`src/logic/uart_pkg.sv`:
```
package uart_pkg;

    // one data byte on the serial line
    typedef logic [7:0] byte_t;

    // protocol words go out low byte first
    localparam int BYTES_PER_WORD = 4;

    // level of an idle line and of every stop bit
    localparam logic LINE_IDLE = 1'b1;

endpackage

```
`src/logic/dbg_pkg.sv`:
```
package dbg_pkg;

    typedef logic [31:0] word_t;

    // anything else in the opcode byte is answered with an error word
    typedef enum logic [7:0] {
        OP_LOAD = 8'h01,
        OP_STEP = 8'h02,
        OP_DUMP = 8'h03
    } opcode_t;

    typedef struct packed {
        opcode_t     opcode;
        logic [7:0]  count;
        logic [15:0] arg;
    } cmd_t;

    // host word seen as a command or as an instruction for imem
    typedef union packed {
        cmd_t  cmd;
        word_t instr;
    } rx_word_u;

    // count or bad opcode goes into the low byte
    localparam word_t REPLY_ACK = 32'hACC0_0000;
    localparam word_t REPLY_ERR = 32'hEE00_0000;

endpackage

```
`src/logic/uart_rx.sv`:
```
`timescale 1ns/1ps

module uart_rx #(
    parameter int CLKS_PER_BIT = 4
) (
    input  logic            clk,
    input  logic            rst,
    input  logic            rx,
    output uart_pkg::byte_t rx_byte,
    output logic            rx_byte_valid
);

    localparam int CW = $clog2(CLKS_PER_BIT) + 1;

    localparam logic [1:0] S_IDLE  = 2'd0;
    localparam logic [1:0] S_START = 2'd1;
    localparam logic [1:0] S_DATA  = 2'd2;
    localparam logic [1:0] S_STOP  = 2'd3;

    logic [1:0]    state;
    logic [1:0]    sync;
    logic [CW-1:0] cnt;
    logic [2:0]    bit_idx;
    logic          rx_s;
    logic          sample;

    assign rx_s = sync[1];

    // mid-bit strobe, half a period into the start bit
    assign sample = (state == S_START) ? (cnt == CW'((CLKS_PER_BIT - 1) / 2))
                                       : (cnt == CW'(CLKS_PER_BIT - 1));

    always_ff @(posedge clk or posedge rst)
    begin
        if (rst)
        begin
            sync          <= {2{uart_pkg::LINE_IDLE}};
            state         <= S_IDLE;
            cnt           <= '0;
            bit_idx       <= '0;
            rx_byte_valid <= 1'b0;
        end
        else
        begin
            sync          <= {sync[0], rx};
            rx_byte_valid <= 1'b0;
            cnt           <= sample ? '0 : cnt + 1'b1;
            case (state)
                S_IDLE:
                begin
                    cnt <= '0;
                    if (rx_s != uart_pkg::LINE_IDLE)
                        state <= S_START;
                end
                S_START:
                    // a glitch shorter than half a bit goes back to idle
                    if (sample)
                        state <= (rx_s != uart_pkg::LINE_IDLE) ? S_DATA : S_IDLE;
                S_DATA:
                    if (sample)
                    begin
                        bit_idx <= bit_idx + 1'b1;
                        if (bit_idx == 3'd7)
                            state <= S_STOP;
                    end
                default:
                    if (sample)
                    begin
                        // low stop bit means framing error, byte dropped
                        rx_byte_valid <= (rx_s == uart_pkg::LINE_IDLE);
                        state         <= S_IDLE;
                    end
            endcase
        end
    end

    // lsb arrives first
    always_ff @(posedge clk)
    begin
        if (state == S_DATA && sample)
            rx_byte <= {rx_s, rx_byte[7:1]};
    end

endmodule

```
`src/logic/uart_tx.sv`:
```
`timescale 1ns/1ps

module uart_tx #(
    parameter int CLKS_PER_BIT = 4
) (
    input  logic            clk,
    input  logic            rst,
    input  uart_pkg::byte_t tx_byte,
    input  logic            tx_byte_valid,
    output logic            tx_ready,
    output logic            tx
);

    localparam int CW = $clog2(CLKS_PER_BIT) + 1;

    logic          busy;
    logic [CW-1:0] cnt;
    logic [3:0]    bit_idx;
    logic [8:0]    shift;
    logic          bit_end;

    assign tx_ready = !busy;
    assign bit_end  = (cnt == CW'(CLKS_PER_BIT - 1));

    // start bit goes out on accept, then 8 data bits and the stop bit
    always_ff @(posedge clk or posedge rst)
    begin
        if (rst)
        begin
            busy    <= 1'b0;
            cnt     <= '0;
            bit_idx <= '0;
            tx      <= uart_pkg::LINE_IDLE;
        end
        else if (!busy)
        begin
            cnt     <= '0;
            bit_idx <= '0;
            if (tx_byte_valid)
            begin
                busy <= 1'b1;
                tx   <= !uart_pkg::LINE_IDLE;
            end
        end
        else if (bit_end)
        begin
            cnt     <= '0;
            bit_idx <= bit_idx + 1'b1;
            if (bit_idx == 4'd9)
                busy <= 1'b0;
            else
                tx <= shift[0];
        end
        else
            cnt <= cnt + 1'b1;
    end

    always_ff @(posedge clk)
    begin
        if (!busy && tx_byte_valid)
            shift <= {uart_pkg::LINE_IDLE, tx_byte};
        else if (busy && bit_end)
            shift <= {uart_pkg::LINE_IDLE, shift[8:1]};
    end

    a_idle_line: assert property (@(posedge clk) disable iff (rst)
        tx_ready |-> tx == uart_pkg::LINE_IDLE);

endmodule

```
`src/logic/word_assembler.sv`:
```
`timescale 1ns/1ps

module word_assembler (
    input  logic            clk,
    input  logic            rst,
    input  uart_pkg::byte_t rx_byte,
    input  logic            rx_byte_valid,
    output dbg_pkg::word_t  rx_word,
    output logic            rx_word_valid,
    input  logic            rx_word_ready
);

    localparam int NW = $clog2(uart_pkg::BYTES_PER_WORD);

    logic [NW-1:0] n_bytes;
    logic          take;

    // while a finished word waits, new bytes are lost
    assign take = rx_byte_valid && !rx_word_valid;

    always_ff @(posedge clk or posedge rst)
    begin
        if (rst)
        begin
            n_bytes       <= '0;
            rx_word_valid <= 1'b0;
        end
        else
        begin
            if (rx_word_valid && rx_word_ready)
                rx_word_valid <= 1'b0;
            if (take)
            begin
                if (n_bytes == NW'(uart_pkg::BYTES_PER_WORD - 1))
                begin
                    n_bytes       <= '0;
                    rx_word_valid <= 1'b1;
                end
                else
                    n_bytes <= n_bytes + 1'b1;
            end
        end
    end

    // low byte first, so shift in from the top
    always_ff @(posedge clk)
    begin
        if (take)
            rx_word <= {rx_byte, rx_word[31:8]};
    end

endmodule

```
`src/logic/word_serializer.sv`:
```
`timescale 1ns/1ps

module word_serializer (
    input  logic            clk,
    input  logic            rst,
    input  dbg_pkg::word_t  reply_word,
    input  logic            reply_valid,
    output logic            reply_ready,
    output uart_pkg::byte_t tx_byte,
    output logic            tx_byte_valid,
    input  logic            tx_ready
);

    localparam int NW = $clog2(uart_pkg::BYTES_PER_WORD);

    logic           busy;
    logic [NW-1:0]  idx;
    dbg_pkg::word_t hold;

    assign reply_ready   = !busy;
    assign tx_byte_valid = busy;
    assign tx_byte       = hold[7:0];

    always_ff @(posedge clk or posedge rst)
    begin
        if (rst)
        begin
            busy <= 1'b0;
            idx  <= '0;
        end
        else if (!busy)
        begin
            idx <= '0;
            if (reply_valid)
                busy <= 1'b1;
        end
        else if (tx_ready)
        begin
            idx <= idx + 1'b1;
            if (idx == NW'(uart_pkg::BYTES_PER_WORD - 1))
                busy <= 1'b0;
        end
    end

    always_ff @(posedge clk)
    begin
        if (!busy && reply_valid)
            hold <= reply_word;
        else if (busy && tx_ready)
            hold <= {8'h00, hold[31:8]};
    end

    // byte held steady until the transmitter takes it
    a_hold_byte: assert property (@(posedge clk) disable iff (rst)
        tx_byte_valid && !tx_ready |=> tx_byte_valid && $stable(tx_byte));

endmodule

```
`src/logic/debug_control.sv`:
```
`timescale 1ns/1ps

module debug_control #(
    parameter int NUM_REGS    = 32,
    parameter int LATCH_WORDS = 21
) (
    input  logic                           clk,
    input  logic                           rst,
    input  dbg_pkg::word_t                 rx_word,
    input  logic                           rx_word_valid,
    output logic                           rx_word_ready,
    output dbg_pkg::word_t                 reply_word,
    output logic                           reply_valid,
    input  logic                           reply_ready,
    output logic                           stall,
    output logic                           imem_we,
    output logic [15:0]                    imem_addr,
    output dbg_pkg::word_t                 imem_wdata,
    input  dbg_pkg::word_t                 pc_value,
    output logic [$clog2(NUM_REGS)-1:0]    reg_addr,
    input  dbg_pkg::word_t                 reg_rdata,
    output logic [15:0]                    mem_addr,
    input  dbg_pkg::word_t                 mem_rdata,
    output logic [$clog2(LATCH_WORDS)-1:0] latch_sel,
    input  dbg_pkg::word_t                 latch_rdata
);

    localparam int RW = $clog2(NUM_REGS);
    localparam int LW = $clog2(LATCH_WORDS);

    localparam logic [2:0] S_IDLE       = 3'd0;
    localparam logic [2:0] S_LOAD       = 3'd1;
    localparam logic [2:0] S_STEP       = 3'd2;
    localparam logic [2:0] S_REPLY      = 3'd3;
    localparam logic [2:0] S_DUMP_PC    = 3'd4;
    localparam logic [2:0] S_DUMP_REG   = 3'd5;
    localparam logic [2:0] S_DUMP_MEM   = 3'd6;
    localparam logic [2:0] S_DUMP_LATCH = 3'd7;

    logic [2:0]        state;
    logic [7:0]        cmd_count;
    logic [7:0]        left;
    logic [15:0]       base;
    logic [1:0]        rd_pipe;
    logic              rd_done;
    logic              rx_take;
    logic              reply_take;
    dbg_pkg::rx_word_u rx_u;

    assign rx_u       = rx_word;
    assign rx_take    = rx_word_valid && rx_word_ready;
    assign reply_take = reply_valid && reply_ready;
    // core read data settles two edges after an address change
    assign rd_done    = rd_pipe[1];

    always_ff @(posedge clk or posedge rst)
    begin
        if (rst)
        begin
            state         <= S_IDLE;
            rx_word_ready <= 1'b0;
            reply_word    <= '0;
            reply_valid   <= 1'b0;
            stall         <= 1'b1;
            imem_we       <= 1'b0;
            imem_addr     <= '0;
            imem_wdata    <= '0;
            reg_addr      <= '0;
            mem_addr      <= '0;
            latch_sel     <= '0;
            cmd_count     <= '0;
            left          <= '0;
            base          <= '0;
            rd_pipe       <= '0;
        end
        else
        begin
            imem_we <= 1'b0;
            rd_pipe <= {rd_pipe[0], 1'b0};
            case (state)
                ////////////////////////////////////////////////////////////////////////////
                // command decode
                S_IDLE:
                begin
                    rx_word_ready <= 1'b1;
                    if (rx_take)
                    begin
                        cmd_count     <= rx_u.cmd.count;
                        left          <= rx_u.cmd.count;
                        base          <= rx_u.cmd.arg;
                        rx_word_ready <= 1'b0;
                        case (rx_u.cmd.opcode)
                            dbg_pkg::OP_LOAD:
                                if (rx_u.cmd.count != 8'd0)
                                begin
                                    rx_word_ready <= 1'b1;
                                    state         <= S_LOAD;
                                end
                                else
                                begin
                                    reply_word  <= dbg_pkg::REPLY_ACK;
                                    reply_valid <= 1'b1;
                                    state       <= S_REPLY;
                                end
                            dbg_pkg::OP_STEP:
                                if (rx_u.cmd.count != 8'd0)
                                begin
                                    stall <= 1'b0;
                                    state <= S_STEP;
                                end
                                else
                                begin
                                    reply_word  <= dbg_pkg::REPLY_ACK;
                                    reply_valid <= 1'b1;
                                    state       <= S_REPLY;
                                end
                            dbg_pkg::OP_DUMP:
                            begin
                                reply_word  <= pc_value;
                                reply_valid <= 1'b1;
                                state       <= S_DUMP_PC;
                            end
                            default:
                            begin
                                reply_word  <= dbg_pkg::REPLY_ERR | {24'd0, rx_u.cmd.opcode};
                                reply_valid <= 1'b1;
                                state       <= S_REPLY;
                            end
                        endcase
                    end
                end
                // same word now read as an instruction
                S_LOAD:
                    if (rx_take)
                    begin
                        imem_we    <= 1'b1;
                        imem_addr  <= base;
                        imem_wdata <= rx_u.instr;
                        base       <= base + 1'b1;
                        left       <= left - 1'b1;
                        if (left == 8'd1)
                        begin
                            rx_word_ready <= 1'b0;
                            reply_word    <= dbg_pkg::REPLY_ACK | {24'd0, cmd_count};
                            reply_valid   <= 1'b1;
                            state         <= S_REPLY;
                        end
                    end
                S_STEP:
                begin
                    left <= left - 1'b1;
                    if (left == 8'd1)
                    begin
                        stall       <= 1'b1;
                        reply_word  <= dbg_pkg::REPLY_ACK | {24'd0, cmd_count};
                        reply_valid <= 1'b1;
                        state       <= S_REPLY;
                    end
                end
                S_REPLY:
                    if (reply_take)
                    begin
                        reply_valid <= 1'b0;
                        state       <= S_IDLE;
                    end
                ////////////////////////////////////////////////////////////////////////////
                // dump walk, one read per reply word
                S_DUMP_PC:
                    if (reply_take)
                    begin
                        reply_valid <= 1'b0;
                        reg_addr    <= '0;
                        rd_pipe     <= 2'b01;
                        state       <= S_DUMP_REG;
                    end
                S_DUMP_REG:
                    if (rd_done)
                    begin
                        reply_word  <= reg_rdata;
                        reply_valid <= 1'b1;
                    end
                    else if (reply_take)
                    begin
                        reply_valid <= 1'b0;
                        rd_pipe     <= 2'b01;
                        if (reg_addr != RW'(NUM_REGS - 1))
                            reg_addr <= reg_addr + 1'b1;
                        else if (cmd_count == 8'd0)
                        begin
                            latch_sel <= '0;
                            state     <= S_DUMP_LATCH;
                        end
                        else
                        begin
                            mem_addr <= base;
                            state    <= S_DUMP_MEM;
                        end
                    end
                S_DUMP_MEM:
                    if (rd_done)
                    begin
                        reply_word  <= mem_rdata;
                        reply_valid <= 1'b1;
                    end
                    else if (reply_take)
                    begin
                        reply_valid <= 1'b0;
                        rd_pipe     <= 2'b01;
                        left        <= left - 1'b1;
                        if (left == 8'd1)
                        begin
                            latch_sel <= '0;
                            state     <= S_DUMP_LATCH;
                        end
                        else
                            mem_addr <= mem_addr + 1'b1;
                    end
                default:
                    if (rd_done)
                    begin
                        reply_word  <= latch_rdata;
                        reply_valid <= 1'b1;
                    end
                    else if (reply_take)
                    begin
                        reply_valid <= 1'b0;
                        rd_pipe     <= 2'b01;
                        if (latch_sel == LW'(LATCH_WORDS - 1))
                            state <= S_IDLE;
                        else
                            latch_sel <= latch_sel + 1'b1;
                    end
            endcase
        end
    end

    // core stays held while instruction words go in
    a_we_from_load: assert property (@(posedge clk) disable iff (rst)
        imem_we |-> stall && (state == S_LOAD || state == S_REPLY));

    a_stall_in_step: assert property (@(posedge clk) disable iff (rst)
        !stall |-> state == S_STEP && left != 8'd0);

endmodule

```
`src/logic/debug_unit_top.sv`:
```
`timescale 1ns/1ps

module debug_unit_top #(
    parameter int CLKS_PER_BIT = 4,
    parameter int NUM_REGS     = 32,
    parameter int LATCH_WORDS  = 21
) (
    input  logic                           clk,
    input  logic                           rst,
    input  logic                           rx,
    output logic                           tx,
    output logic                           stall,
    output logic                           imem_we,
    output logic [15:0]                    imem_addr,
    output dbg_pkg::word_t                 imem_wdata,
    input  dbg_pkg::word_t                 pc_value,
    output logic [$clog2(NUM_REGS)-1:0]    reg_addr,
    input  dbg_pkg::word_t                 reg_rdata,
    output logic [15:0]                    mem_addr,
    input  dbg_pkg::word_t                 mem_rdata,
    output logic [$clog2(LATCH_WORDS)-1:0] latch_sel,
    input  dbg_pkg::word_t                 latch_rdata
);

    uart_pkg::byte_t rx_byte;
    logic            rx_byte_valid;
    dbg_pkg::word_t  rx_word;
    logic            rx_word_valid;
    logic            rx_word_ready;
    dbg_pkg::word_t  reply_word;
    logic            reply_valid;
    logic            reply_ready;
    uart_pkg::byte_t tx_byte;
    logic            tx_byte_valid;
    logic            tx_ready;

    ////////////////////////////////////////////////////////////////////////////
    // host to core
    uart_rx #(.CLKS_PER_BIT(CLKS_PER_BIT)) u_rx (
        .clk           (clk),
        .rst           (rst),
        .rx            (rx),
        .rx_byte       (rx_byte),
        .rx_byte_valid (rx_byte_valid)
    );

    word_assembler u_asm (
        .clk           (clk),
        .rst           (rst),
        .rx_byte       (rx_byte),
        .rx_byte_valid (rx_byte_valid),
        .rx_word       (rx_word),
        .rx_word_valid (rx_word_valid),
        .rx_word_ready (rx_word_ready)
    );

    debug_control #(
        .NUM_REGS    (NUM_REGS),
        .LATCH_WORDS (LATCH_WORDS)
    ) u_ctrl (
        .clk           (clk),
        .rst           (rst),
        .rx_word       (rx_word),
        .rx_word_valid (rx_word_valid),
        .rx_word_ready (rx_word_ready),
        .reply_word    (reply_word),
        .reply_valid   (reply_valid),
        .reply_ready   (reply_ready),
        .stall         (stall),
        .imem_we       (imem_we),
        .imem_addr     (imem_addr),
        .imem_wdata    (imem_wdata),
        .pc_value      (pc_value),
        .reg_addr      (reg_addr),
        .reg_rdata     (reg_rdata),
        .mem_addr      (mem_addr),
        .mem_rdata     (mem_rdata),
        .latch_sel     (latch_sel),
        .latch_rdata   (latch_rdata)
    );

    ////////////////////////////////////////////////////////////////////////////
    // replies back to the host
    word_serializer u_ser (
        .clk           (clk),
        .rst           (rst),
        .reply_word    (reply_word),
        .reply_valid   (reply_valid),
        .reply_ready   (reply_ready),
        .tx_byte       (tx_byte),
        .tx_byte_valid (tx_byte_valid),
        .tx_ready      (tx_ready)
    );

    uart_tx #(.CLKS_PER_BIT(CLKS_PER_BIT)) u_tx (
        .clk           (clk),
        .rst           (rst),
        .tx_byte       (tx_byte),
        .tx_byte_valid (tx_byte_valid),
        .tx_ready      (tx_ready),
        .tx            (tx)
    );

endmodule

```
`config.mk`:
```
export PLATFORM = sky130hd
export DESIGN_NAME = debug_unit_top
export DESIGN_NICKNAME = d
export VERILOG_FILES = /design/src/logic/uart_pkg.sv /design/src/logic/dbg_pkg.sv /design/src/logic/uart_rx.sv /design/src/logic/uart_tx.sv /design/src/logic/word_assembler.sv /design/src/logic/word_serializer.sv /design/src/logic/debug_control.sv /design/src/logic/debug_unit_top.sv
export SDC_FILE = /design/constraint.sdc
export NUM_CORES = 1
export LEC_CHECK = 0
export BUFFER_PORTS_ARGS = -buffer_cell sky130_fd_sc_hd__buf_2
export CAP_MARGIN = 20
export CELL_PAD_IN_SITES_DETAIL_PLACEMENT = 2
export CELL_PAD_IN_SITES_GLOBAL_PLACEMENT = 2
export CORE_MARGIN = 2
export CORE_UTILIZATION = 39
export DETAILED_ROUTE_END_ITERATION = 16
export GPL_ROUTABILITY_DRIVEN = 0
export PLACE_DENSITY_LB_ADDON = 0.1
export SLEW_MARGIN = 25
export SYNTH_ARGS = -nofsm -noshare
export SYNTH_HDL_FRONTEND = slang
export SYNTH_SLANG_ARGS = --single-unit
```
`constraint.sdc`:
```
create_clock -name clk -period 7.99 [get_ports clk]
set_clock_uncertainty 0.2 [all_clocks]
set_input_delay 0.799 -clock clk [delete_from_list [all_inputs] [get_ports clk]]
set_output_delay 0.799 -clock clk [all_outputs]
set_load 0.02 [all_outputs]
```
# --- Yosys cells after proc, flatten, opt, wreduce, memory -nomap -nowiden ---
# Cells that the tools add are included.
classes:
  mul: 0
  div_mod_pow: 0
  muxes: 122
  bitwise: 3
  shift: 0
  addsub: 11
  reduce_logical: 45
  eq_ne: 51
  magnitude_cmp: 0
op_table:
  columns: ["cell", "n"]
  rows:
  - ["two-way mux 32 bit", 9]
  - ["one-hot mux 32 bit (6 select lines)", 1]
  - ["two-way mux 16 bit", 9]
  - ["two-way mux 5 bit", 14]
  - ["one-hot mux 16 bit (2 select lines)", 2]
  - ["one-hot mux 32 bit (2 select lines)", 1]
  - ["two-way mux 3 bit", 18]
  - ["two-way mux 8 bit", 6]
  - ["two-way mux 1 bit", 38]
  - ["!= test 2 x 1 -> 1 bit, second input constant", 17]
  - ["adder 16 x 1 -> 16 bit, second input constant", 2]
  - ["one-hot mux 8 bit (4 select lines)", 1]
  - ["two-way mux 2 bit", 12]
  - ["one-hot mux 3 bit (7 select lines)", 1]
  - ["!= test 2 bit, second input constant", 10]
  - ["AND reduction 5 bit", 4]
  - ["equality test 8 x 1 -> 1 bit, second input constant", 2]
  - ["equality test 8 x 2 -> 1 bit, second input constant", 2]
  - ["nonzero test 2 bit", 8]
  - ["nonzero test 8 bit", 2]
  - ["one-hot mux 5 bit (3 select lines)", 1]
  - ["AND reduction 7 bit", 2]
  - ["AND reduction 13 bit", 1]
  - ["equality test 3 x 2 -> 1 bit, second input constant", 4]
  - ["other kinds (35)", 65]
word_totals:
  latchBits: 0
  ramBits: 0
  register_bits: 253
  n_memories: 0
  rom_bits: 0
  out_inout_bits: 77

# --- Logic depth before layout (Yosys ltp) ---
# Gate-level depths: netlist of run 1.
depth:
  depth_word: 6
  ltp_mapped: 9

# --- Cells and area by module ---
# A second synthesis of run 1 with hierarchy kept.
unflattened:
  hier_cells: 1100
  area_unflattened_um2: 12717.2
by_module_without_submodules:
  columns: ["module", "area_per_inst_um2", "instances", "cells_each"]
  rows:
  - ["debug_control", 8415.6, 1, 860]
  - ["word_serializer", 1625.3, 1, 91]
  - ["word_assembler", 1113.6, 1, 43]
  - ["uart_tx", 817.0, 1, 58]
  - ["uart_rx", 745.7, 1, 48]

# --- Worst setup path after synthesis of run 1 ---
# Ideal clock, no wire load.
synth_timing:
  path_type: "register to register"
  start: "register u_asm.rx_word_valid"
  end: "register u_asm.n_bytes[0]"
  path_stages_with_launch: 3
  t_required_ps: 7665
  n_path_buf: 0
  synth_period_minus_slack_ps: 2725
  t_arrival_ps: 2400
  slack_ps: 5265
  setup_time_ps: 125
  cell_sequence: "dfrtp_1 -> nor2b_1 -> mux2_2"
synth_between:
  elab_chain_len: 2
synth_rtl:
  columns: ["item", "line", "text"]
  rows:
  - ["start: declaration", "word_assembler.sv:9", "output logic rx_word_valid,"]
  - ["start signal: assignment", "word_assembler.sv:26", "rx_word_valid <= 1'b0;"]
  - ["start signal: assignment", "word_assembler.sv:31", "rx_word_valid <= 1'b0;"]
  - ["start signal: assignment", "word_assembler.sv:37", "rx_word_valid <= 1'b1;"]
  - ["logical NOT 1 bit", "word_assembler.sv:19", "assign take = rx_byte_valid && !rx_word_valid;"]
  - ["logical AND 1 bit", "word_assembler.sv:19", null]
  - ["named net u_asm.take", "word_assembler.sv:16", "logic take;"]
  - ["end signal: assignment", "word_assembler.sv:40", "n_bytes <= n_bytes + 1'b1;"]
  - ["end: declaration", "word_assembler.sv:15", "logic [NW-1:0] n_bytes;"]
# The timed path passes the listed nets, and every way through them passes these cells.
# A chain may end at the register's enable or synchronous reset.

# --- Worst setup path after layout of run 1 ---
layout_timing:
  start: "register u_ctrl.state[1]"
  end: "register u_ctrl.reply_word[15]"
layout_between:
  elab_chain_len: 4
  word_cells_on_any_way: 17
layout_rtl:
  columns: ["item", "line", "text"]
  rows:
  - ["start: declaration", "debug_control.sv:40", "logic [2:0] state;"]
  - ["start signal: assignment", "debug_control.sv:60", "state <= S_IDLE;"]
  - ["start signal: assignment", "debug_control.sv:97", "state <= S_LOAD;"]
  - ["start signal: assignment", "debug_control.sv:103", "state <= S_REPLY;"]
  - ["equality test 3 x 2 -> 1 bit / equality test 3 bit (equally long branches)", "debug_control.sv:80", "case (state)"]
  - ["OR reduction 2 bit (no line)", null, null]
  - ["inverter 1 bit (no line)", null, null]
  - ["AND reduction 7 bit (no line)", null, null]
  - ["end signal: assignment", "debug_control.sv:101", "reply_word <= dbg_pkg::REPLY_ACK;"]
  - ["end signal: assignment", "debug_control.sv:113", "reply_word <= dbg_pkg::REPLY_ACK;"]
  - ["end signal: assignment", "debug_control.sv:119", "reply_word <= pc_value;"]
  - ["end: declaration", "debug_control.sv:12", "output dbg_pkg::word_t reply_word,"]
# Several ways; a longest one is shown, not always the timed one.

==> flow_results.xml, run 1 <==
<?xml version="1.0" encoding="UTF-8"?>
<metrics>
  <group name="hold_path">
    <metric name="timing.hold.worst.start" unit="">rx</metric>
    <metric name="min_to" unit="">u_rx.sync[0]$_DFF_PP1_</metric>
    <metric name="whs_path_depth" unit="">1</metric>
    <metric name="min_path_type" unit="">input port to register</metric>
  </group>
  <group name="routing">
    <metric name="totalWireLength" unit="um">38100</metric>
    <metric name="drc" unit="">0</metric>
    <metric name="post_drt_wl_per_cell" unit="um">22.5</metric>
    <metric name="ant_nets" unit="">0</metric>
    <metric name="via_count" unit="">9506</metric>
    <metric name="dr.first_iter.drc_count" unit="">489</metric>
    <metric name="dr.pass1.iters" unit="">5</metric>
    <metric name="via_density" unit="">5.61</metric>
  </group>
  <group name="synthesis">
    <metric name="yosys.area.top_type_share" unit="%">35.4</metric>
    <metric name="top_area_cells_in_the_synthesized_netlist" unit="">sky130_fd_sc_hd__dfrtp_1, sky130_fd_sc_hd__edfxtp_1, sky130_fd_sc_hd__mux2_2</metric>
    <metric name="dominantRegCellSynth" unit="">sky130_fd_sc_hd__dfrtp_1</metric>
    <metric name="synthesis.nets" unit="">1240</metric>
    <metric name="synth_async_sr_flop_share" unit="%">68.4</metric>
    <metric name="synth_enable_flop_cells" unit="">80</metric>
    <metric name="synth.cell_area" unit="um^2">11900</metric>
    <metric name="syn_area_per_cell" unit="um^2">10.9</metric>
    <metric name="post_synth_most_frequent_cells" unit="">sky130_fd_sc_hd__dfrtp_1, sky130_fd_sc_hd__nand2_1, sky130_fd_sc_hd__nor2_1</metric>
    <metric name="yosys_warnings" unit="">0</metric>
    <metric name="synth_sequential_area_ratio" unit="%">56.4</metric>
    <metric name="synth_seq_cells" unit="">253</metric>
    <metric name="yosysTopAreaCell" unit="">sky130_fd_sc_hd__dfrtp_1</metric>
    <metric name="syn_inst" unit="">1093</metric>
    <metric name="synthDistinctLibCells" unit="">64</metric>
    <metric name="post-synth-top-count-cell" unit="">sky130_fd_sc_hd__dfrtp_1</metric>
  </group>
  <group name="cts">
    <metric name="ctsHoldBuffers" unit="">0</metric>
    <metric name="clkLatencyLatePin" unit="ns">0.55</metric>
    <metric name="htree_num_levels" unit="">1</metric>
    <metric name="post_cts.repair.setup_buffers" unit="">0</metric>
    <metric name="cts_max_path_buffers" unit="">3</metric>
    <metric name="cts_clock_pin_slew_for_the_worst_setup_and_hold_paths" unit="ns">0.06</metric>
    <metric name="cts-buffers-inserted" unit="">28</metric>
    <metric name="ctsResizeCount" unit="">0</metric>
    <metric name="clockRootBuffer" unit="">sky130_fd_sc_hd__clkbuf_16</metric>
    <metric name="tritoncts_clock_tree" unit="">yes</metric>
    <metric name="cts.sinks" unit="">253</metric>
  </group>
  <group name="power">
    <metric name="p_leak" unit="nW">6.49</metric>
    <metric name="power.clock.fraction" unit="%">30.9</metric>
    <metric name="power_switching" unit="mW">1.34</metric>
    <metric name="p_per_area" unit="nW/um^2">283</metric>
    <metric name="combPwrFrac" unit="%">26.3</metric>
    <metric name="p_int" unit="mW">2.67</metric>
    <metric name="seq_power_share" unit="%">42.8</metric>
    <metric name="p_sw_share" unit="%">33.3</metric>
    <metric name="power.ir.vdd_worst" unit="mV">0.169</metric>
  </group>
  <group name="cells_and_area">
    <metric name="proportion_of_layout_cells_with_a_drive_suffix_above_1" unit="%">27.7</metric>
    <metric name="final_cell_count_no_fill" unit="">1694</metric>
    <metric name="syn2layout_area_growth" unit="%">18.9</metric>
    <metric name="post-route-cell-area" unit="um^2">14200</metric>
    <metric name="layout.core_utilization" unit="%">46.7</metric>
    <metric name="n_antenna_cell" unit="">0</metric>
    <metric name="final_nets" unit="">1423</metric>
  </group>
  <group name="critical_path">
    <metric name="cp_slowest_stage_delay" unit="ns">0.77</metric>
    <metric name="critical-path-slowest-cell" unit="">sky130_fd_sc_hd__o2111a_1</metric>
    <metric name="setup.worst_path.start_class" unit="">register</metric>
    <metric name="timing.critical_path.required" unit="ns">8.21</metric>
    <metric name="r2r-start" unit="">u_ctrl.state[1]$_DFFE_PP0P_</metric>
    <metric name="worst_ep_arrival_time" unit="ns">3.51</metric>
    <metric name="cp_cell_sequence" unit="">or2_2, nor3_1, nand3_1, o2111a_1, buf_4, mux2_2</metric>
    <metric name="rr_worst_depth" unit="">6</metric>
    <metric name="path_class" unit="">register to register</metric>
    <metric name="cp_max_fo" unit="">21</metric>
    <metric name="worst-r2r-setup-slack" unit="ns">4.70</metric>
    <metric name="crit-reg2reg-capture" unit="">u_ctrl.reply_word[15]$_DFFE_PP0P_</metric>
    <metric name="crit_path_end_kind" unit="">register</metric>
    <metric name="critPathTopFamily" unit="">compound AO/OA/AOI/OAI gates</metric>
    <metric name="worstPathBufferInverterCount" unit="">1</metric>
  </group>
  <group name="sta">
    <metric name="period_needed" unit="ns">3.29</metric>
    <metric name="grt_setup_unrepaired" unit="">false</metric>
    <metric name="worst_hold_slack" unit="ns">0.145</metric>
    <metric name="fin_crit_sh" unit="%">41.2</metric>
    <metric name="tightestPinTransition" unit="ns">0.961</metric>
    <metric name="final-max-slew-violation-count" unit="">0</metric>
    <metric name="report.final.hold_viol_count" unit="">0</metric>
    <metric name="report.final.setup_viol" unit="">0</metric>
    <metric name="fin_tns_setup" unit="ns">0</metric>
    <metric name="timing.fmax" unit="GHz">0.304</metric>
    <metric name="worst_slew_margin_rel" unit="%">35.5</metric>
  </group>
  <group name="die">
    <metric name="floorplan.rows" unit="">64</metric>
    <metric name="die_height" unit="um">179</metric>
    <metric name="initial_core_util" unit="%">39.3</metric>
    <metric name="fp.dieW" unit="um">179</metric>
    <metric name="core_area" unit="um^2">30300</metric>
    <metric name="io-pin-count" unit="">208</metric>
    <metric name="dieArea" unit="um^2">32000</metric>
  </group>
  <group name="placed_design">
    <metric name="hpwl" unit="um">27400</metric>
    <metric name="dp_cells" unit="">1642</metric>
    <metric name="placedInstanceArea" unit="um^2">13300</metric>
    <metric name="port-buffer-count" unit="">207</metric>
  </group>
  <group name="global_routing">
    <metric name="first_global_vias" unit="">10300</metric>
    <metric name="largest_net_degree_at_the_start_of_global_routing" unit="">113</metric>
    <metric name="grt_usage" unit="%">24.4</metric>
    <metric name="grt.overflow.total" unit="">0</metric>
    <metric name="grt_first_pass_wirelength" unit="um">60200</metric>
    <metric name="antenna_found_initial" unit="">0</metric>
  </group>
  <group name="status">
    <metric name="result_of_the_run" unit="">completed</metric>
  </group>
  <group name="flow_run">
    <metric name="max-cap-violations" unit="">0</metric>
  </group>
</metrics>
[cell usage in the layout (no fill, tap or decap), types with 6 or more instances in the layout]
| cell | count |
|---|---|
| sky130_fd_sc_hd__buf_2 | 207 |
| sky130_fd_sc_hd__dfrtp_1 | 168 |
| sky130_fd_sc_hd__nand2_1 | 148 |
| sky130_fd_sc_hd__nor2_1 | 94 |
| sky130_fd_sc_hd__mux2_2 | 81 |
| sky130_fd_sc_hd__edfxtp_1 | 80 |
| sky130_fd_sc_hd__a21oi_1 | 61 |
| sky130_fd_sc_hd__o21ai_0 | 41 |
| sky130_fd_sc_hd__inv_1 | 29 |
| sky130_fd_sc_hd__clkbuf_16 | 29 |
| sky130_fd_sc_hd__nand3_1 | 24 |
| sky130_fd_sc_hd__a22oi_1 | 21 |
| sky130_fd_sc_hd__o221ai_1 | 19 |
| sky130_fd_sc_hd__o22a_1 | 19 |
| sky130_fd_sc_hd__a31oi_1 | 17 |
| sky130_fd_sc_hd__a221o_1 | 17 |
| sky130_fd_sc_hd__mux2i_1 | 16 |
| sky130_fd_sc_hd__ha_1 | 16 |
| sky130_fd_sc_hd__buf_4 | 16 |
| sky130_fd_sc_hd__nand4_1 | 14 |
| sky130_fd_sc_hd__nor3_1 | 14 |
| sky130_fd_sc_hd__o22ai_1 | 14 |
| sky130_fd_sc_hd__clkbuf_1 | 12 |
| sky130_fd_sc_hd__and2_1 | 11 |
| sky130_fd_sc_hd__and3_1 | 9 |
| sky130_fd_sc_hd__nand2b_1 | 8 |
| sky130_fd_sc_hd__nor4_1 | 8 |
| sky130_fd_sc_hd__nor2b_1 | 6 |
| sky130_fd_sc_hd__clkinv_1 | 6 |
| sky130_fd_sc_hd__a41oi_1 | 6 |
[final cells by class]
cell class / count / area (um^2)
fillers: 3168 / 16200
flip-flops and latches: 253 / 6740
multi-input cells: 739 / 4800
repair buffers: 223 / 1160
clock buffers: 44 / 812
well taps: 396 / 495
inverters: 31 / 124
clock inverters: 8 / 58.8
[metrics by stage]
step                power (mW)  setup slack [ns]
detailed placement        2.80              4.76
CTS                       4.06              4.68
finish                    4.01              4.70
floorplan                 2.42              2.31
global placement          2.74              4.75
global route              4.24              4.44
[state kept, by name, summed over array words and instances (netlist names), 3 cells and up]
register	flops
u_ctrl.reg_addr	5
u_tx.cnt	3
u_rx.rx_byte	8
u_ctrl.base	16
u_rx.bit_idx	3
u_tx.bit_idx	4
u_ctrl.left	8
u_rx.cnt	3
u_asm.rx_word	32
u_ser.hold	32
u_ctrl.state	3
u_tx.shift	8
u_ctrl.mem_addr	16
u_ctrl.reply_word	32
u_ctrl.imem_addr	16
u_ctrl.imem_wdata	32
u_ctrl.cmd_count	8
u_ctrl.latch_sel	5
[power by group through the flow]
stage | Clock, mW | Combinational, mW | Sequential [mW]
2_1_floorplan | 0 | 0.747 | 1.68
3_3_place_gp | 0 | 1.01 | 1.73
3_5_place_dp | 0 | 1.06 | 1.74
4_1_cts | 1.27 | 1.07 | 1.72
5_1_grt | 1.32 | 1.17 | 1.75
6_report | 1.24 | 1.05 | 1.72
[per-layer routing]
metal,vias to the layer above,track usage [%],wire length [um]
met5,-,0,0
met4,0,4.74,608
met3,41,3.22,1740
met2,241,42.7,18900
met1,4864,32.6,16900
li1,4360,-,-
[cells by family (layout without fill, tap and decap cells)]
group                      count (synthesis)  in the layout  share of synthesized area (%)
and+or+nand+nor                          364            364                           14.0
DFF                                      253            253                           56.4
AOI/OAI and AO/OA                        250            250                           14.4
muxes                                    101            101                           9.36
buffers and inverters                    101            306                           3.56
adders and majority gates                 16             16                           1.68
xor gates and xnor gates                   8              8                          0.587
[worst max-delay path by stage]
stage | start | endpoint | cells past startpoint
2_1_floorplan | rst | u_asm.n_bytes[0]$_DFFE_PP0P_ | 1
5_1_grt | u_ctrl.state[1]$_DFFE_PP0P_ | u_ctrl.reply_word[21]$_DFFE_PP0P_ | 6
3_3_place_gp | u_ctrl.state[0]$_DFFE_PP0P_ | u_ctrl.left[0]$_DFFE_PP0P_ | 6
6_report | u_ctrl.state[1]$_DFFE_PP0P_ | u_ctrl.reply_word[15]$_DFFE_PP0P_ | 6
4_1_cts | u_ctrl.state[1]$_DFFE_PP0P_ | u_ctrl.reply_word[13]$_DFFE_PP0P_ | 6
3_5_place_dp | u_ctrl.state[1]$_DFFE_PP0P_ | u_ctrl.reply_word[8]$_DFFE_PP0P_ | 6
(Power assumes the default switching activity.)
==> run 2: changes to the inputs <==
CORE_UTILIZATION = 33   (was 39)
clock period = 3 ns   (was 7.99 ns; I/O delays follow)
==> flow_results.xml, run 2 (synthesis gave the netlist of run 1 again) <==
<?xml version="1.0" encoding="UTF-8"?>
<metrics>
  <group name="die">
    <metric name="fp.dieW" unit="um">194</metric>
    <metric name="io-pin-count" unit="">208</metric>
    <metric name="initial_core_util" unit="%">33.6</metric>
    <metric name="floorplan.rows" unit="">69</metric>
    <metric name="dieArea" unit="um^2">37700</metric>
    <metric name="die_height" unit="um">194</metric>
    <metric name="core_area" unit="um^2">35600</metric>
  </group>
  <group name="sta">
    <metric name="tightestPinTransition" unit="ns">0.807</metric>
    <metric name="fin_crit_sh" unit="%">96.7</metric>
    <metric name="final-max-slew-violation-count" unit="">0</metric>
    <metric name="worst_slew_margin_rel" unit="%">46.0</metric>
    <metric name="period_needed" unit="ns">2.90</metric>
    <metric name="report.final.hold_viol_count" unit="">0</metric>
    <metric name="timing.fmax" unit="GHz">0.345</metric>
    <metric name="fin_tns_setup" unit="ns">0</metric>
    <metric name="grt_setup_unrepaired" unit="">false</metric>
    <metric name="fin_ws" unit="ns">0.0988</metric>
    <metric name="report.final.setup_viol" unit="">0</metric>
  </group>
  <group name="critical_path">
    <metric name="cp_max_fo" unit="">26</metric>
    <metric name="timing.critical_path.required" unit="ns">3.28</metric>
    <metric name="crit_path_end_kind" unit="">register</metric>
    <metric name="setup.worst_path.start_class" unit="">register</metric>
    <metric name="worstPathBufferInverterCount" unit="">2</metric>
    <metric name="critical-path-slowest-cell" unit="">sky130_fd_sc_hd__or4b_1</metric>
    <metric name="cp_slowest_stage_delay" unit="ns">0.64</metric>
    <metric name="worst_ep_arrival_time" unit="ns">3.18</metric>
    <metric name="cp_cell_sequence" unit="">or4b_1, nor4_4, buf_12, nand2_1, a32o_1, dlygate4sd3_1, mux2i_1</metric>
    <metric name="path_class" unit="">register to register</metric>
    <metric name="critPathTopFamily" unit="">simple AND/OR/NAND/NOR gates</metric>
  </group>
  <group name="routing">
    <metric name="ant_nets" unit="">0</metric>
    <metric name="dr.pass1.iters" unit="">5</metric>
    <metric name="via_density" unit="">5.33</metric>
    <metric name="totalWireLength" unit="um">41100</metric>
    <metric name="dr.first_iter.drc_count" unit="">472</metric>
    <metric name="via_count" unit="">9794</metric>
    <metric name="post_drt_wl_per_cell" unit="um">22.4</metric>
    <metric name="drc" unit="">0</metric>
  </group>
  <group name="power">
    <metric name="p_int" unit="mW">7.69</metric>
    <metric name="combPwrFrac" unit="%">27.2</metric>
    <metric name="p_sw_share" unit="%">32.8</metric>
    <metric name="power.clock.fraction" unit="%">32.6</metric>
    <metric name="power_switching" unit="mW">3.75</metric>
    <metric name="seq_power_share" unit="%">40.2</metric>
    <metric name="p_per_area" unit="nW/um^2">756</metric>
    <metric name="power.ir.vdd_worst" unit="mV">0.478</metric>
    <metric name="p_leak" unit="nW">6.92</metric>
  </group>
  <group name="cells_and_area">
    <metric name="layout.core_utilization" unit="%">42.6</metric>
    <metric name="final_common_cell" unit="">sky130_fd_sc_hd__buf_2</metric>
    <metric name="final_nets" unit="">1497</metric>
    <metric name="most_frequent_cells_in_the_layout" unit="">sky130_fd_sc_hd__buf_2, sky130_fd_sc_hd__dfrtp_1, sky130_fd_sc_hd__nand2_1, sky130_fd_sc_hd__nor2_1, sky130_fd_sc_hd__mux2_2</metric>
    <metric name="proportion_of_layout_cells_with_a_drive_suffix_above_1" unit="%">28.8</metric>
    <metric name="syn2layout_area_growth" unit="%">26.8</metric>
    <metric name="final_cell_count_no_fill" unit="">1836</metric>
  </group>
  <group name="global_routing">
    <metric name="use_met1" unit="%">28.6</metric>
    <metric name="largest_net_degree_at_the_start_of_global_routing" unit="">61</metric>
    <metric name="first_global_vias" unit="">10900</metric>
    <metric name="gr-max-usage-layer" unit="">met2</metric>
    <metric name="grt_first_pass_wirelength" unit="um">64500</metric>
    <metric name="antenna_found_initial" unit="">3</metric>
    <metric name="gr-usage-met2" unit="%">38.0</metric>
    <metric name="grt.overflow.total" unit="">0</metric>
    <metric name="grt_usage" unit="%">21.7</metric>
    <metric name="grt_use_met3" unit="%">3.15</metric>
  </group>
  <group name="placed_design">
    <metric name="port-buffer-count" unit="">207</metric>
    <metric name="hpwl" unit="um">29300</metric>
    <metric name="dp_cells" unit="">1732</metric>
    <metric name="pre_cts_slack" unit="ns">0.428</metric>
  </group>
  <group name="cts">
    <metric name="htree_num_levels" unit="">1</metric>
    <metric name="cts-buffers-inserted" unit="">30</metric>
    <metric name="cts_max_path_buffers" unit="">3</metric>
    <metric name="cts_clock_pin_slew_for_the_worst_setup_and_hold_paths" unit="ns">0.06</metric>
    <metric name="clockRootBuffer" unit="">sky130_fd_sc_hd__clkbuf_16</metric>
    <metric name="clkLatencyLatePin" unit="ns">0.55</metric>
    <metric name="cts.sinks" unit="">253</metric>
    <metric name="tritoncts_clock_tree" unit="">yes</metric>
  </group>
  <group name="hold_path">
    <metric name="min_path_type" unit="">input port to register</metric>
  </group>
  <group name="flow_run">
    <metric name="max-cap-violations" unit="">0</metric>
  </group>
  <group name="status">
    <metric name="result_of_the_run" unit="">completed</metric>
  </group>
</metrics>
## run 2: cell count changes in the layout (fill, tap and decap cells not counted), moves of 2 or more
cell                            before  now
sky130_fd_sc_hd__clkinv_2            2    6
sky130_fd_sc_hd__bufinv_16           1    4
sky130_fd_sc_hd__buf_4              16   35
sky130_fd_sc_hd__clkinvlp_4          0    2
sky130_fd_sc_hd__dlygate4sd3_1       0   47
sky130_fd_sc_hd__clkbuf_1           12    7
sky130_fd_sc_hd__dfrtp_1           168  166
sky130_fd_sc_hd__clkbuf_16          29   31
sky130_fd_sc_hd__dfrtp_2             1    3
sky130_fd_sc_hd__buf_12              0    6
## run 2: power by group through the flow
| stage | combinational [mW] | clock, mW | sequential, mW |
|---|---|---|---|
| 2_1_floorplan | 1.99 | 0 | 4.47 |
| 3_3_place_gp | 2.88 | 0 | 4.62 |
| 3_5_place_dp | 2.97 | 0 | 4.65 |
| 4_1_cts | 3.14 | 3.83 | 4.60 |
| 5_1_grt | 3.45 | 3.95 | 4.67 |
| 6_report | 3.12 | 3.73 | 4.60 |
## run 2: path summary, 6_finish.rpt
path / startpoint / to / slack (ns) / cells after the start
max: u_ctrl.state[2]$_DFFE_PP0P_ / u_ctrl.reply_word[2]$_DFFE_PP0P_ / 0.1 / 7
min: pc_value[15] / u_ctrl.reply_word[15]$_DFFE_PP0P_ / 0.02 / 3
max reg2reg: u_ctrl.state[2]$_DFFE_PP0P_ / u_ctrl.reply_word[2]$_DFFE_PP0P_ / 0.1 / 7
min reg2reg: u_rx.sync[0]$_DFF_PP1_ / u_rx.sync[1]$_DFF_PP1_ / 0.16 / 0
max in group asynchronous: rst / u_ctrl.state[2]$_DFFE_PP0P_ / 1.58 / 4
min in group asynchronous: rst / u_ctrl.imem_wdata[30]$_DFFE_PP0P_ / 0.23 / 3
## run 2: worst reg2reg max path: stages (launching register included)
cell	delay, ns
sky130_fd_sc_hd__dfrtp_2	0.51
sky130_fd_sc_hd__or4b_1	0.64
sky130_fd_sc_hd__nor4_4	0.22
sky130_fd_sc_hd__buf_12	0.22
sky130_fd_sc_hd__nand2_1	0.10
sky130_fd_sc_hd__a32o_1	0.26
sky130_fd_sc_hd__dlygate4sd3_1	0.56
sky130_fd_sc_hd__mux2i_1	0.12
## run 2: layout make-up
| class | instances | area [um^2] |
|---|---|---|
| Multi-Input combinational cell | 739 | 4800 |
| Tap cell | 461 | 577 |
| Clock buffer | 40 | 830 |
| Timing Repair Buffer | 295 | 1890 |
| Fill cell | 3742 | 20400 |
| Inverter | 31 | 120 |
| Clock inverter | 16 | 176 |
| Sequential cell | 253 | 6740 |
| Antenna cell | 1 | 2.50 |
## run 2: metal layers
layer,share of wire (%),vias up
li1,-,4517
met1,44,5007
met2,50,218
met3,4.0,48
met4,1.8,4
met5,0.063,-
## run 2: repair_timing
item | 4_1_cts | 5_1_grt
endpoints found under the hold margin | 45 | 0
hold buffers | 47 | 0
setup buffers | 0 | 0
resized for setup | 0 | 4
endpoints found under the setup margin | 0 | 16
## run 2: metrics by stage
step	hold slack [ns]	total power, mW	instance area, um^2
floorplan	0.104	6.46	11900
global placement	0.147	7.49	13700
detailed placement	0.147	7.62	13700
CTS	0.000452	11.6	15100
global route	0.0168	12.1	15100
finish	0.0166	11.4	15100
==> run 3: changes to the inputs <==
==> constraint.sdc (replaced) <==
create_clock -name clk -period 3 [get_ports clk]
set_clock_uncertainty 0.2 [all_clocks]
set_input_delay 0 -clock clk [delete_from_list [all_inputs] [get_ports clk]]
set_output_delay 0 -clock clk [all_outputs]
set_load 0.02 [all_outputs]
==> flow_results.xml, run 3 (synthesis gave the netlist of run 1 again) <==
<?xml version="1.0" encoding="UTF-8"?>
<metrics>
  <group name="critical_path">
    <metric name="path_class" unit="">register to register</metric>
    <metric name="critical-path-slowest-cell" unit="">sky130_fd_sc_hd__dlygate4sd3_1</metric>
    <metric name="cp_cell_sequence" unit="">nor2b_2, buf_4, a22oi_1, nor2_1, a221o_1, dlygate4sd3_1, mux2_2</metric>
    <metric name="cp_max_fo" unit="">23</metric>
    <metric name="crit_path_end_kind" unit="">register</metric>
    <metric name="timing.critical_path.required" unit="ns">3.23</metric>
    <metric name="setup.worst_path.start_class" unit="">register</metric>
    <metric name="cp_slowest_stage_delay" unit="ns">0.57</metric>
    <metric name="worst_ep_arrival_time" unit="ns">3.11</metric>
  </group>
  <group name="die">
    <metric name="initial_core_util" unit="%">33.6</metric>
    <metric name="dieArea" unit="um^2">37700</metric>
    <metric name="fp.dieW" unit="um">194</metric>
    <metric name="core_area" unit="um^2">35600</metric>
    <metric name="die_height" unit="um">194</metric>
    <metric name="floorplan.rows" unit="">69</metric>
    <metric name="io-pin-count" unit="">208</metric>
  </group>
  <group name="cells_and_area">
    <metric name="syn2layout_area_growth" unit="%">29.8</metric>
    <metric name="proportion_of_layout_cells_with_a_drive_suffix_above_1" unit="%">27.7</metric>
    <metric name="final_nets" unit="">1539</metric>
    <metric name="final_common_cell" unit="">sky130_fd_sc_hd__buf_2</metric>
    <metric name="most_frequent_cells_in_the_layout" unit="">sky130_fd_sc_hd__buf_2, sky130_fd_sc_hd__dfrtp_1, sky130_fd_sc_hd__nand2_1, sky130_fd_sc_hd__nor2_1, sky130_fd_sc_hd__dlygate4sd3_1</metric>
    <metric name="layout.core_utilization" unit="%">43.6</metric>
    <metric name="post-route-cell-area" unit="um^2">15500</metric>
  </group>
  <group name="cts">
    <metric name="htree_num_levels" unit="">1</metric>
    <metric name="cts.sinks" unit="">253</metric>
    <metric name="clockRootBuffer" unit="">sky130_fd_sc_hd__clkbuf_16</metric>
    <metric name="clkLatencyLatePin" unit="ns">0.55</metric>
    <metric name="cts_max_path_buffers" unit="">3</metric>
    <metric name="cts-buffers-inserted" unit="">30</metric>
    <metric name="cts_clock_pin_slew_for_the_worst_setup_and_hold_paths" unit="ns">0.06</metric>
    <metric name="tritoncts_clock_tree" unit="">yes</metric>
  </group>
  <group name="status">
    <metric name="result_of_the_run" unit="">completed</metric>
  </group>
  <group name="sta">
    <metric name="fin_tns_setup" unit="ns">0</metric>
    <metric name="report.final.setup_viol" unit="">0</metric>
    <metric name="period_needed" unit="ns">2.89</metric>
    <metric name="final-max-slew-violation-count" unit="">0</metric>
    <metric name="grt_setup_unrepaired" unit="">false</metric>
    <metric name="fin_crit_sh" unit="%">96.2</metric>
    <metric name="worst_slew_margin_rel" unit="%">47.6</metric>
    <metric name="timing.fmax" unit="GHz">0.346</metric>
    <metric name="report.final.hold_viol_count" unit="">0</metric>
    <metric name="tightestPinTransition" unit="ns">0.783</metric>
  </group>
  <group name="placed_design">
    <metric name="placedInstanceArea" unit="um^2">13600</metric>
    <metric name="port-buffer-count" unit="">207</metric>
    <metric name="hpwl" unit="um">29000</metric>
  </group>
  <group name="global_routing">
    <metric name="grt.overflow.total" unit="">0</metric>
    <metric name="first_global_vias" unit="">11100</metric>
    <metric name="antenna_found_initial" unit="">4</metric>
    <metric name="grt_first_pass_wirelength" unit="um">65400</metric>
    <metric name="grt_usage" unit="%">21.9</metric>
    <metric name="largest_net_degree_at_the_start_of_global_routing" unit="">82</metric>
  </group>
  <group name="power">
    <metric name="power.ir.vdd_worst" unit="mV">0.440</metric>
    <metric name="p_sw_share" unit="%">32.8</metric>
    <metric name="power_switching" unit="mW">3.70</metric>
    <metric name="combPwrFrac" unit="%">28.4</metric>
    <metric name="p_int" unit="mW">7.58</metric>
    <metric name="p_per_area" unit="nW/um^2">728</metric>
    <metric name="power.clock.fraction" unit="%">30.8</metric>
    <metric name="seq_power_share" unit="%">40.8</metric>
    <metric name="p_leak" unit="nW">7.05</metric>
  </group>
  <group name="flow_run">
    <metric name="max-cap-violations" unit="">0</metric>
  </group>
  <group name="routing">
    <metric name="via_density" unit="">5.31</metric>
    <metric name="totalWireLength" unit="um">41400</metric>
    <metric name="dr.first_iter.drc_count" unit="">527</metric>
    <metric name="drc" unit="">0</metric>
    <metric name="ant_nets" unit="">0</metric>
    <metric name="post_drt_wl_per_cell" unit="um">22.1</metric>
    <metric name="dr.pass1.iters" unit="">4</metric>
    <metric name="via_count" unit="">9986</metric>
  </group>
  <group name="hold_path">
    <metric name="min_path_type" unit="">input port to register</metric>
  </group>
</metrics>
[run 3: cell type report]
type | instances | area, um^2
Fill cell | 3753 | 20100
Sequential cell | 253 | 6740
Multi-Input combinational cell | 739 | 4810
Timing Repair Buffer | 337 | 2310
Clock buffer | 38 | 802
Tap cell | 461 | 577
Clock inverter | 18 | 134
Inverter | 31 | 120
Antenna cell | 2 | 5.00
[run 3: worst paths after layout]
check,start,end,slack (ns),cells past startpoint
worst max-delay path,u_ctrl.state[0]$_DFFE_PP0P_,u_ctrl.reply_word[8]$_DFFE_PP0P_,0.11,7
worst min-delay path,latch_rdata[18],u_ctrl.reply_word[18]$_DFFE_PP0P_,0.15,4
worst max register to register,u_ctrl.state[0]$_DFFE_PP0P_,u_ctrl.reply_word[8]$_DFFE_PP0P_,0.11,7
worst min register to register,u_rx.sync[0]$_DFF_PP1_,u_rx.sync[1]$_DFF_PP1_,0.16,0
max in group asynchronous,rst,u_tx.tx$_DFFE_PP1P_,1.29,5
min in group asynchronous,rst,u_rx.state[0]$_DFFE_PP0P_,0.45,4
[run 3: per-stage QoR]
stage / hold slack (ns) / std cells / power, mW / worst slack [ns]
floorplan: -0.196 / 1093 / 6.46 / 0.275
global route: 0.157 / 1879 / 12.0 / 0.0120
detailed placement: -0.103 / 1728 / 7.57 / 0.437
global placement: -0.108 / 1728 / 7.46 / 0.478
CTS: 0.116 / 1876 / 11.4 / 0.0155
finish: 0.148 / 1879 / 11.3 / 0.114
[run 3: power groups by stage]
stage               logic [mW]  clock network, mW  registers, mW
floorplan                 1.99                  0           4.47
global placement          2.81                  0           4.65
detailed placement        2.90                  0           4.68
CTS                       3.19               3.58           4.61
global route              3.57               3.71           4.68
finish                    3.20               3.47           4.61
[run 3: repair_timing]
action,in CTS,in global routing
endpoints found under the setup margin,0,15
buffers inserted,0,1
hold buffers,92,0
resized for setup,0,5
hold endpoints to repair,204,0
[run 3: per-layer routing]
| layer | vias up | GRT usage (%) | wire length, um |
|---|---|---|---|
| met2 | 234 | 37.6 | 20600 |
| met4 | 4 | 5.02 | 823 |
| met1 | 5082 | 29.0 | 17700 |
| met5 | - | 0 | 21 |
| met3 | 61 | 3.77 | 2240 |
| li1 | 4605 | - | - |
[run 3: critical path: cells and delay by family, from the launching register on]
| family | cells | cell delay, ns |
|---|---|---|
| mux | 1 | 0.27 |
| compound gates | 2 | 0.56 |
| simple gates | 2 | 0.33 |
| flops | 1 | 0.55 |
| buf+inv | 2 | 0.80 |
